==> src/source/ex_cfg_pkg.sv <==
// Sizes are fixed here, and XLEN must be a whole multiple of MUL_DIGIT_W for the multiplier
package ex_cfg_pkg;

  ////////////////////////////////////////////////////////////////////////////
  // Data path
  ////////////////////////////////////////////////////////////////////////////

  // Machine word
  localparam int unsigned XLEN = 32;
  // Shift amount taken from the low bits of operand b
  localparam int unsigned SHAMT_W = $clog2(XLEN);

  // Register file address, x0 reads as zero and is never written
  localparam int unsigned REG_ADDR_W = 5;

  ////////////////////////////////////////////////////////////////////////////
  // Multiplier pipeline
  ////////////////////////////////////////////////////////////////////////////

  // Bits of operand b consumed by one stage
  localparam int unsigned MUL_DIGIT_W = 8;
  // One stage per digit, this is also the multiply latency in cycles
  localparam int unsigned MUL_STAGES = XLEN / MUL_DIGIT_W;

endpackage

==> src/source/ex_types_pkg.sv <==
// Encodings match the execute stage only, decode must produce these exact opcode values
package ex_types_pkg;

  import ex_cfg_pkg::*;

  ////////////////////////////////////////////////////////////////////////////
  // Opcodes
  ////////////////////////////////////////////////////////////////////////////

  // Which unit handles the instruction
  typedef enum logic [2:0] {
    UNIT_NONE   = 3'd0,
    UNIT_ALU    = 3'd1,
    UNIT_BRANCH = 3'd2,
    UNIT_MUL    = 3'd3,
    UNIT_LOAD   = 3'd4
  } unit_e;

  // ALU operations, the last six are the branch comparisons
  typedef enum logic [3:0] {
    ALU_ADD  = 4'd0,
    ALU_SUB  = 4'd1,
    ALU_AND  = 4'd2,
    ALU_OR   = 4'd3,
    ALU_XOR  = 4'd4,
    ALU_SLL  = 4'd5,
    ALU_SRL  = 4'd6,
    ALU_SRA  = 4'd7,
    ALU_SLT  = 4'd8,
    ALU_SLTU = 4'd9,
    ALU_EQ   = 4'd10,
    ALU_NE   = 4'd11,
    ALU_LT   = 4'd12,
    ALU_GE   = 4'd13,
    ALU_LTU  = 4'd14,
    ALU_GEU  = 4'd15
  } alu_op_e;

  // Low-word multiply, MAC adds op_c
  typedef enum logic {
    MUL_MUL = 1'b0,
    MUL_MAC = 1'b1
  } mul_op_e;

  ////////////////////////////////////////////////////////////////////////////
  // Structs
  ////////////////////////////////////////////////////////////////////////////

  // One instruction from decode
  typedef struct packed {
    logic                  valid;
    unit_e                 unit;
    alu_op_e               alu_op;
    mul_op_e               mul_op;
    logic [XLEN-1:0]       op_a;
    logic [XLEN-1:0]       op_b;
    // MAC addend or branch target
    logic [XLEN-1:0]       op_c;
    logic [REG_ADDR_W-1:0] waddr;
    logic                  we;
  } ex_issue_t;

  // One product moving through the multiplier
  typedef struct packed {
    logic                  valid;
    logic [REG_ADDR_W-1:0] waddr;
    logic [XLEN-1:0]       op_a;
    // Digits of op_b not yet consumed, lowest digit is next
    logic [XLEN-1:0]       op_b;
    // Partial sum so far
    logic [XLEN-1:0]       acc;
  } mul_flight_t;

  // One register file write port
  typedef struct packed {
    logic                  we;
    logic [REG_ADDR_W-1:0] waddr;
    logic [XLEN-1:0]       wdata;
  } rf_write_t;

endpackage

==> src/source/ex_alu.sv <==
// Purely combinational, shifts use only the low SHAMT_W bits of op_b and compares give one flag
`timescale 1ns/10ps

module ex_alu
  import ex_cfg_pkg::*;
  import ex_types_pkg::*;
(
  input  alu_op_e         op_i,
  input  logic [XLEN-1:0] op_a_i,
  input  logic [XLEN-1:0] op_b_i,
  output logic [XLEN-1:0] result_o,
  output logic            cmp_o
);

  logic [SHAMT_W-1:0] shamt;
  logic               is_equal;
  logic               less_signed;
  logic               less_unsigned;
  logic               cmp;

  ////////////////////////////////////////////////////////////////////////////
  // Comparator
  ////////////////////////////////////////////////////////////////////////////

  assign shamt         = op_b_i[SHAMT_W-1:0];
  assign is_equal      = (op_a_i == op_b_i);
  assign less_signed   = ($signed(op_a_i) < $signed(op_b_i));
  assign less_unsigned = (op_a_i < op_b_i);

  // One flag for every compare opcode
  // SLT and SLTU share the less-than paths with the branches
  always_comb begin
    case (op_i)
      ALU_EQ:            cmp = is_equal;
      ALU_NE:            cmp = ~is_equal;
      ALU_LT, ALU_SLT:   cmp = less_signed;
      ALU_GE:            cmp = ~less_signed;
      ALU_LTU, ALU_SLTU: cmp = less_unsigned;
      ALU_GEU:           cmp = ~less_unsigned;
      default:           cmp = 1'b0;
    endcase
  end

  // Branch decision goes out unchanged
  assign cmp_o = cmp;

  ////////////////////////////////////////////////////////////////////////////
  // Result
  ////////////////////////////////////////////////////////////////////////////

  always_comb begin
    case (op_i)
      ALU_ADD: result_o = op_a_i + op_b_i;
      ALU_SUB: result_o = op_a_i - op_b_i;
      ALU_AND: result_o = op_a_i & op_b_i;
      ALU_OR:  result_o = op_a_i | op_b_i;
      ALU_XOR: result_o = op_a_i ^ op_b_i;
      // Shifts
      ALU_SLL: result_o = op_a_i << shamt;
      ALU_SRL: result_o = op_a_i >> shamt;
      ALU_SRA: result_o = $unsigned($signed(op_a_i) >>> shamt);
      // Set-less-than and the branch compares
      // Flag lands in bit 0, upper bits zero
      default: result_o = {{(XLEN-1){1'b0}}, cmp};
    endcase
  end

endmodule

==> src/source/ex_issue_ctrl.sv <==
// Decode holds issue_i until accepted, and hazards against multiplies in flight are decode's job
`timescale 1ns/10ps

module ex_issue_ctrl
  import ex_cfg_pkg::*;
  import ex_types_pkg::*;
(
  input  logic            clk,
  input  logic            rst_n,
  input  ex_issue_t       issue_i,
  input  logic [XLEN-1:0] alu_result_i,
  input  logic            alu_cmp_i,
  input  logic            wb_ready_i,
  input  logic            contention_i,
  output logic            ex_ready_o,
  output logic            ex_valid_o,
  output mul_flight_t     mul_o,
  output rf_write_t       alu_wr_o,
  output rf_write_t       load_wr_o,
  output logic            branch_decision_o,
  output logic [XLEN-1:0] jump_target_o
);

  logic                  is_alu;
  logic                  is_branch;
  logic                  is_mul;
  logic                  is_load;
  logic                  rd_write;
  logic                  accept;
  logic                  load_we_q;
  logic [REG_ADDR_W-1:0] load_waddr_q;

  ////////////////////////////////////////////////////////////////////////////
  // Decode of the incoming instruction
  ////////////////////////////////////////////////////////////////////////////

  assign is_alu    = issue_i.valid & (issue_i.unit == UNIT_ALU);
  assign is_branch = issue_i.valid & (issue_i.unit == UNIT_BRANCH);
  assign is_mul    = issue_i.valid & (issue_i.unit == UNIT_MUL);
  assign is_load   = issue_i.valid & (issue_i.unit == UNIT_LOAD);
  // x0 writes dropped here
  assign rd_write  = issue_i.we & (issue_i.waddr != '0);

  // Branches write nothing, so they pass back-pressure and contention
  assign ex_ready_o = (wb_ready_i & ~contention_i) | is_branch;
  assign ex_valid_o = issue_i.valid & ex_ready_o;
  assign accept     = ex_valid_o;

  // Branch outcome in the accept cycle
  assign branch_decision_o = is_branch & alu_cmp_i;
  assign jump_target_o     = issue_i.op_c;

  ////////////////////////////////////////////////////////////////////////////
  // ALU write and multiply launch
  ////////////////////////////////////////////////////////////////////////////

  always_comb begin
    // Not gated by contention, the arbiter gives the port to the multiplier then
    alu_wr_o.we    = is_alu & rd_write & wb_ready_i;
    alu_wr_o.waddr = issue_i.waddr;
    alu_wr_o.wdata = alu_result_i;

    // Stage 0 input, launched only on acceptance
    mul_o.valid = accept & is_mul & rd_write;
    mul_o.waddr = issue_i.waddr;
    mul_o.op_a  = issue_i.op_a;
    mul_o.op_b  = issue_i.op_b;
    // MAC seeds the sum with op_c
    mul_o.acc   = (issue_i.mul_op == MUL_MAC) ? issue_i.op_c : '0;
  end

  ////////////////////////////////////////////////////////////////////////////
  // EX/WB load register
  ////////////////////////////////////////////////////////////////////////////

  // Flushed when WB is free and nothing new arrives
  always_ff @(posedge clk or negedge rst_n) begin
    if (!rst_n) begin
      load_we_q <= 1'b0;
    end else if (accept) begin
      load_we_q <= is_load & rd_write;
    end else if (wb_ready_i) begin
      load_we_q <= 1'b0;
    end
  end

  always_ff @(posedge clk) begin
    if (accept && is_load && rd_write) begin
      load_waddr_q <= issue_i.waddr;
    end
  end

  // Data comes from the load unit in the arbiter
  always_comb begin
    load_wr_o.we    = load_we_q;
    load_wr_o.waddr = load_waddr_q;
    load_wr_o.wdata = '0;
  end

endmodule

==> src/source/ex_mul_stage.sv <==
// Keeps only the low XLEN bits of the product, never stalls, STAGE_IDX must match chain position
`timescale 1ns/10ps

module ex_mul_stage
  import ex_cfg_pkg::*;
  import ex_types_pkg::*;
#(
  parameter int unsigned STAGE_IDX = 0
) (
  input  logic        clk,
  input  logic        rst_n,
  input  mul_flight_t flight_i,
  output mul_flight_t flight_o
);

  logic [MUL_DIGIT_W-1:0] digit;
  logic [XLEN-1:0]        partial;
  logic                   valid_q;
  logic [REG_ADDR_W-1:0]  waddr_q;
  logic [XLEN-1:0]        op_a_q;
  logic [XLEN-1:0]        op_b_q;
  logic [XLEN-1:0]        acc_q;

  // Lowest remaining digit times op_a, moved up to this stage's weight
  assign digit   = flight_i.op_b[MUL_DIGIT_W-1:0];
  assign partial = (flight_i.op_a * XLEN'(digit)) << (STAGE_IDX * MUL_DIGIT_W);

  // Valid bit
  always_ff @(posedge clk or negedge rst_n) begin
    if (!rst_n) begin
      valid_q <= 1'b0;
    end else begin
      valid_q <= flight_i.valid;
    end
  end

  // Payload moves only with a product
  always_ff @(posedge clk) begin
    if (flight_i.valid) begin
      waddr_q <= flight_i.waddr;
      op_a_q  <= flight_i.op_a;
      // Next stage sees the next digit at the bottom
      op_b_q  <= flight_i.op_b >> MUL_DIGIT_W;
      acc_q   <= flight_i.acc + partial;
    end
  end

  always_comb begin
    flight_o.valid = valid_q;
    flight_o.waddr = waddr_q;
    flight_o.op_a  = op_a_q;
    flight_o.op_b  = op_b_q;
    flight_o.acc   = acc_q;
  end

endmodule

==> src/source/ex_stage.sv <==
// Single-issue execute stage, multiplies return after MUL_STAGES cycles with no hazard checks
`timescale 1ns/10ps

module ex_stage
  import ex_cfg_pkg::*;
  import ex_types_pkg::*;
(
  input  logic            clk,
  input  logic            rst_n,
  // Decode side
  input  ex_issue_t       issue_i,
  output logic            ex_ready_o,
  output logic            ex_valid_o,
  // Load unit data, one cycle after a load is accepted
  input  logic [XLEN-1:0] lsu_rdata_i,
  // WB back-pressure
  input  logic            wb_ready_i,
  // Register file ports
  output rf_write_t       fw_port_o,
  output rf_write_t       wb_port_o,
  // To fetch
  output logic            branch_decision_o,
  output logic [XLEN-1:0] jump_target_o
);

  logic [XLEN-1:0] alu_result;
  logic            alu_cmp;
  logic            contention;
  rf_write_t       alu_wr;
  rf_write_t       load_wr;
  // Entry 0 is the launch, last entry is the finished product
  mul_flight_t     mul_pipe [MUL_STAGES+1];

  ////////////////////////////////////////////////////////////////////////////
  // Issue and ALU
  ////////////////////////////////////////////////////////////////////////////

  ex_issue_ctrl i_issue_ctrl (
    .clk               (clk),
    .rst_n             (rst_n),
    .issue_i           (issue_i),
    .alu_result_i      (alu_result),
    .alu_cmp_i         (alu_cmp),
    .wb_ready_i        (wb_ready_i),
    .contention_i      (contention),
    .ex_ready_o        (ex_ready_o),
    .ex_valid_o        (ex_valid_o),
    .mul_o             (mul_pipe[0]),
    .alu_wr_o          (alu_wr),
    .load_wr_o         (load_wr),
    .branch_decision_o (branch_decision_o),
    .jump_target_o     (jump_target_o)
  );

  ex_alu i_alu (
    .op_i     (issue_i.alu_op),
    .op_a_i   (issue_i.op_a),
    .op_b_i   (issue_i.op_b),
    .result_o (alu_result),
    .cmp_o    (alu_cmp)
  );

  ////////////////////////////////////////////////////////////////////////////
  // Multiplier, one digit per stage
  ////////////////////////////////////////////////////////////////////////////

  for (genvar k = 0; k < MUL_STAGES; k++) begin : g_mul_stage
    ex_mul_stage #(
      .STAGE_IDX (k)
    ) i_mul_stage (
      .clk      (clk),
      .rst_n    (rst_n),
      .flight_i (mul_pipe[k]),
      .flight_o (mul_pipe[k+1])
    );
  end

  // Writeback
  ex_wb_arbiter i_wb_arbiter (
    .mul_i        (mul_pipe[MUL_STAGES]),
    .alu_wr_i     (alu_wr),
    .load_wr_i    (load_wr),
    .lsu_rdata_i  (lsu_rdata_i),
    .fw_port_o    (fw_port_o),
    .wb_port_o    (wb_port_o),
    .contention_o (contention)
  );

endmodule

==> src/source/ex_wb_arbiter.sv <==
// Multiplier results always win the forwarding port, and the load port is not back-pressured
`timescale 1ns/10ps

module ex_wb_arbiter
  import ex_cfg_pkg::*;
  import ex_types_pkg::*;
(
  input  mul_flight_t     mul_i,
  input  rf_write_t       alu_wr_i,
  input  rf_write_t       load_wr_i,
  input  logic [XLEN-1:0] lsu_rdata_i,
  output rf_write_t       fw_port_o,
  output rf_write_t       wb_port_o,
  output logic            contention_o
);

  ////////////////////////////////////////////////////////////////////////////
  // Forwarding port
  ////////////////////////////////////////////////////////////////////////////

  // Pipeline cannot stall, so a finished product always takes the port
  always_comb begin
    if (mul_i.valid) begin
      fw_port_o.we    = 1'b1;
      fw_port_o.waddr = mul_i.waddr;
      // acc holds the full low word after the last stage
      fw_port_o.wdata = mul_i.acc;
    end else begin
      fw_port_o = alu_wr_i;
    end
  end

  // ALU request meets a finished product
  // Issue side drops ready and retries next cycle
  assign contention_o = mul_i.valid & alu_wr_i.we;

  ////////////////////////////////////////////////////////////////////////////
  // Load writeback port
  ////////////////////////////////////////////////////////////////////////////

  // Address registered at accept, data arrives one cycle later
  always_comb begin
    wb_port_o.we    = load_wr_i.we;
    wb_port_o.waddr = load_wr_i.waddr;
    wb_port_o.wdata = lsu_rdata_i;
  end

endmodule

==> config.mk <==
export PLATFORM = sky130hd
export DESIGN_NAME = ex_stage
export DESIGN_NICKNAME = d
export VERILOG_FILES = /design/src/source/ex_cfg_pkg.sv /design/src/source/ex_types_pkg.sv /design/src/source/ex_alu.sv /design/src/source/ex_issue_ctrl.sv /design/src/source/ex_mul_stage.sv /design/src/source/ex_stage.sv /design/src/source/ex_wb_arbiter.sv
export SDC_FILE = /design/constraint.sdc
export NUM_CORES = 2
export LEC_CHECK = 0
export ABC_AREA = 1
export BUFFER_PORTS_ARGS = -buffer_cell sky130_fd_sc_hd__buf_2
export CORE_UTILIZATION = 30
export CTS_CLUSTER_SIZE = 14
export DETAILED_ROUTE_END_ITERATION = 8
export GPL_TIMING_DRIVEN = 0
export PLACE_DENSITY_LB_ADDON = 0.05
export SYNTH_ARGS = -nofsm -noshare
export SYNTH_HDL_FRONTEND = slang
export SYNTH_SLANG_ARGS = --single-unit
==> constraint.sdc <==
create_clock -name clk -period 10.2 [get_ports clk]
set_input_delay 2.04 -clock clk [delete_from_list [all_inputs] [get_ports clk]]
set_output_delay 2.04 -clock clk [all_outputs]
set_load 0.02 [all_outputs]
==> flow_metrics.tcl <==
set metrics [dict create \
    status "complete, no violations" \
    multi_input_area_um2 23500 \
    clkSinkCount 254 \
    period_share_pct 87.2 \
    netlist_instances 4818 \
    dr.pass1.iters 6 \
    finish.utilization_pct 34.1 \
    power_mw 6.15 \
    start_util_pct 30.4 \
    async_flop_share_pct 1.97 \
    path_clk_slew_ns 0.06 \
    fp-row-count 126 \
    detailed_place_hpwl_mm 139 \
    vias 32900 \
    port_buffers 224 \
    fill_cells 12900 \
    final_cell_mix "1342 x nand2_1, 943 x inv_1, 371 x fa_1" \
    viasPerCell 4.89 \
    setup_viol 0 \
    cts-root-buf "clkbuf_16" \
    cts_setup_buffers 0 \
    gp_congestion 1.02 \
    hold_buffers 0 \
    numCtsBuffers 34 \
    final_max_slew_viol_count 0 \
    ctsResizeCount 0 \
    drt-wirelength-per-cell_um 24.4 \
    worst_ep_arrival_time_ns 6.86 \
    cts.htree.levels 2 \
    p_clk_share_pct 19.9 \
    crit_required_ns 8.16 \
    place_area_um2 39400 \
    layoutNonFillerInstCount 6716 \
    critPathCaptureType "primary output" \
    die_x_um 349 \
    die_h_um 349 \
    dp_cells 6652 \
    maxSlewHeadroom_pct 8.04 \
    drtIter0Drc 2809 \
    finalInstanceArea_um2 40500 \
    switchingPower_mw 2.96 \
    critPathLaunchType "input pin" \
    yosysSeqAreaShare_pct 21.1 \
    combPwrFrac_pct 58.9 \
    area_growth_pct 12.3 \
    min_from "g_mul_stage[2].i_mul_stage.acc_q[19]$_DFFE_PP_" \
    synthTopCellsByArea "edfxtp_1 21%, fa_1 21%, nand2_1 14%" \
    startpoint "issue_i[45]" \
    clkLatencyLatePin_ns 0.61 \
    ys.warnings.count 0 \
    path_class "input pin to primary output" \
    rsz0062_at_grt "no" \
    ys.flop_type "edfxtp_1" \
    fmax_mhz 112 \
    grtUsageTotal_pct 26.9 \
    die_area_um2 122000 \
    cp_max_fo 10 \
    yosysTopAreaCell "edfxtp_1" \
    syn_area_per_cell_um2 7.49 \
    cts_tree "yes" \
    synth_top_area_share_pct 20.7 \
    pwr_density_cell_nw_per_um2 152 \
    drive_gt1_share_pct 9.55 \
    yosys_register_bits 254 \
    drc 0 \
    synthesis.nets 5591 \
    hold_class "flop to flop" \
    peakVddDrop_v 0.000197 \
    fin_skew_ns 0.0240 \
    grt_first_pass_wirelength_mm 234 \
    reg2reg_from "g_mul_stage[0].i_mul_stage.op_b_q[5]$_DFFE_PP_" \
    layout_commonest_cell "nand2_1" \
    fin_hold_ws_ns 0.415 \
    synth_cell_types 60 \
    grt_max_degree 56 \
    drtAntennaViolNets 0 \
    io-pin-count 257 \
    antenna_found_initial 8 \
    maxCapViolCount 0 \
    core_um2 119000 \
    overflow 0 \
    final-seq-area_um2 7610 \
    synth_area_um2 36100 \
    p_seq_share_pct 21.2 \
    totalWireLength_mm 164 \
    worstMarginPinSlew_ns 1.37 \
    fin_crit_ns 8.90 \
    p_leak_nw 20.9 \
    clockBufferDepth 3 \
    synth-edff-count 249 \
    hold_viol_final 0 \
    swShare_pct 48.1 \
    fin_nets 5861 \
    p_int_mw 3.20 \
    grt_pass1_vias 32600 \
]
layer usage:
metal	GRT usage [%]	wire, um
met1	38.0	75800
met2	42.1	72700
met3	3.83	9620
met4	8.16	5570
met5	0	9
worst paths after layout:
path / endpoint / slack, ns / cells after the start
setup / recovery: fw_port_o[12] / 1.30 / 16
hold / removal: g_mul_stage[3].i_mul_stage.acc_q[19]$_DFFE_PP_ / 0.41 / 0
setup reg to reg: g_mul_stage[1].i_mul_stage.acc_q[30]$_DFFE_PP_ / 2.31 / 28
hold reg to reg: g_mul_stage[3].i_mul_stage.acc_q[19]$_DFFE_PP_ / 0.41 / 0
max in group asynchronous: g_mul_stage[0].i_mul_stage.valid_q$_DFF_PN0_ / 8.80 / 1
min in group asynchronous: g_mul_stage[1].i_mul_stage.valid_q$_DFF_PN0_ / 1.25 / 1
critical path, cell delays in order:
cell and delay [ns]:
buf_2 0.12, clkbuf_1 0.44, clkbuf_1 0.70, inv_1 0.19, ha_1 0.34, buf_2 0.19
a21oi_1 0.27, o21ai_0 0.14, a21oi_1 0.58, o21ai_0 0.64, or2_2 0.49, nand3_1 0.07
nand4_1 0.11, nand2_1 0.10, nand2_1 0.19, buf_2 0.22
synth_stat cells, types with 9 or more instances:
cell      instances
o21bai_1         17
buf_2            70
clkbuf_1         96
buf_4            74
mux2i_1          10
ha_1            256
xor2_1           92
a211oi_1         11
edfxtp_1        249
xnor2_1          58
nor4_1            9
nand4_1          44
fa_1            371
o21ai_0         265
a21o_1           24
nor3_1           40
o22ai_1          19
o21ai_1          11
nand2_2           9
o21a_1           10
nand2_1        1342
nor2_1          210
a31oi_1          15
inv_1           943
o211ai_1         26
nand3_1         181
buf_1            25
a21oi_1         234
flip-flops by register name (all words and copies together) (netlist names):
signal and count:
i_issue_ctrl.load_waddr_q 5, i_issue_ctrl.load_we_q 1, g_mul_stage.i_mul_stage.op_a_q 48, g_mul_stage.i_mul_stage.op_b_q 48, g_mul_stage.i_mul_stage.acc_q 128, g_mul_stage.i_mul_stage.valid_q 4, g_mul_stage.i_mul_stage.waddr_q 20
power groups by stage:
stage	Sequential (mW)	Combinational (mW)	Clock, mW
floorplan	1.32	2.28	0
global placement	1.33	3.64	0
detailed placement	1.33	3.62	0
CTS	1.30	3.64	1.26
global route	1.30	3.98	1.30
finish	1.30	3.63	1.22
per-stage QoR:
stage	TNS, ns	setup WS (ns)
finish	0	1.30
global route	0	1.32
CTS	0	1.51
detailed placement	0	1.10
global placement	-146.77	-1.86
floorplan	0	2.25
logic make-up after synthesis:
group | Yosys count | synth area share (%)
AND/OR/NAND/NOR | 1867 | 20.9
buffers and inverters | 1229 | 14.0
AO/OA/AOI/OAI | 679 | 10.6
adder cells (fa/ha/maj) | 627 | 29.5
flip-flops | 254 | 21.1
XOR/XNOR | 152 | 3.75
multiplexers | 10 | 0.277
area by class of cell:
| cell class | count | share of cell area (%) |
|---|---|---|
| multi-input combinational | 3335 | 57.9 |
| timing repair buffer | 234 | 3.16 |
| clock inverter | 19 | 0.580 |
| sequential | 254 | 18.8 |
| clock buffer | 41 | 2.19 |
| buffer | 277 | 3.62 |
| tap | 1600 | 4.94 |
| antenna | 4 | 0.0247 |
| inverter | 952 | 8.82 |
Power figures use the tool's default switching activity.
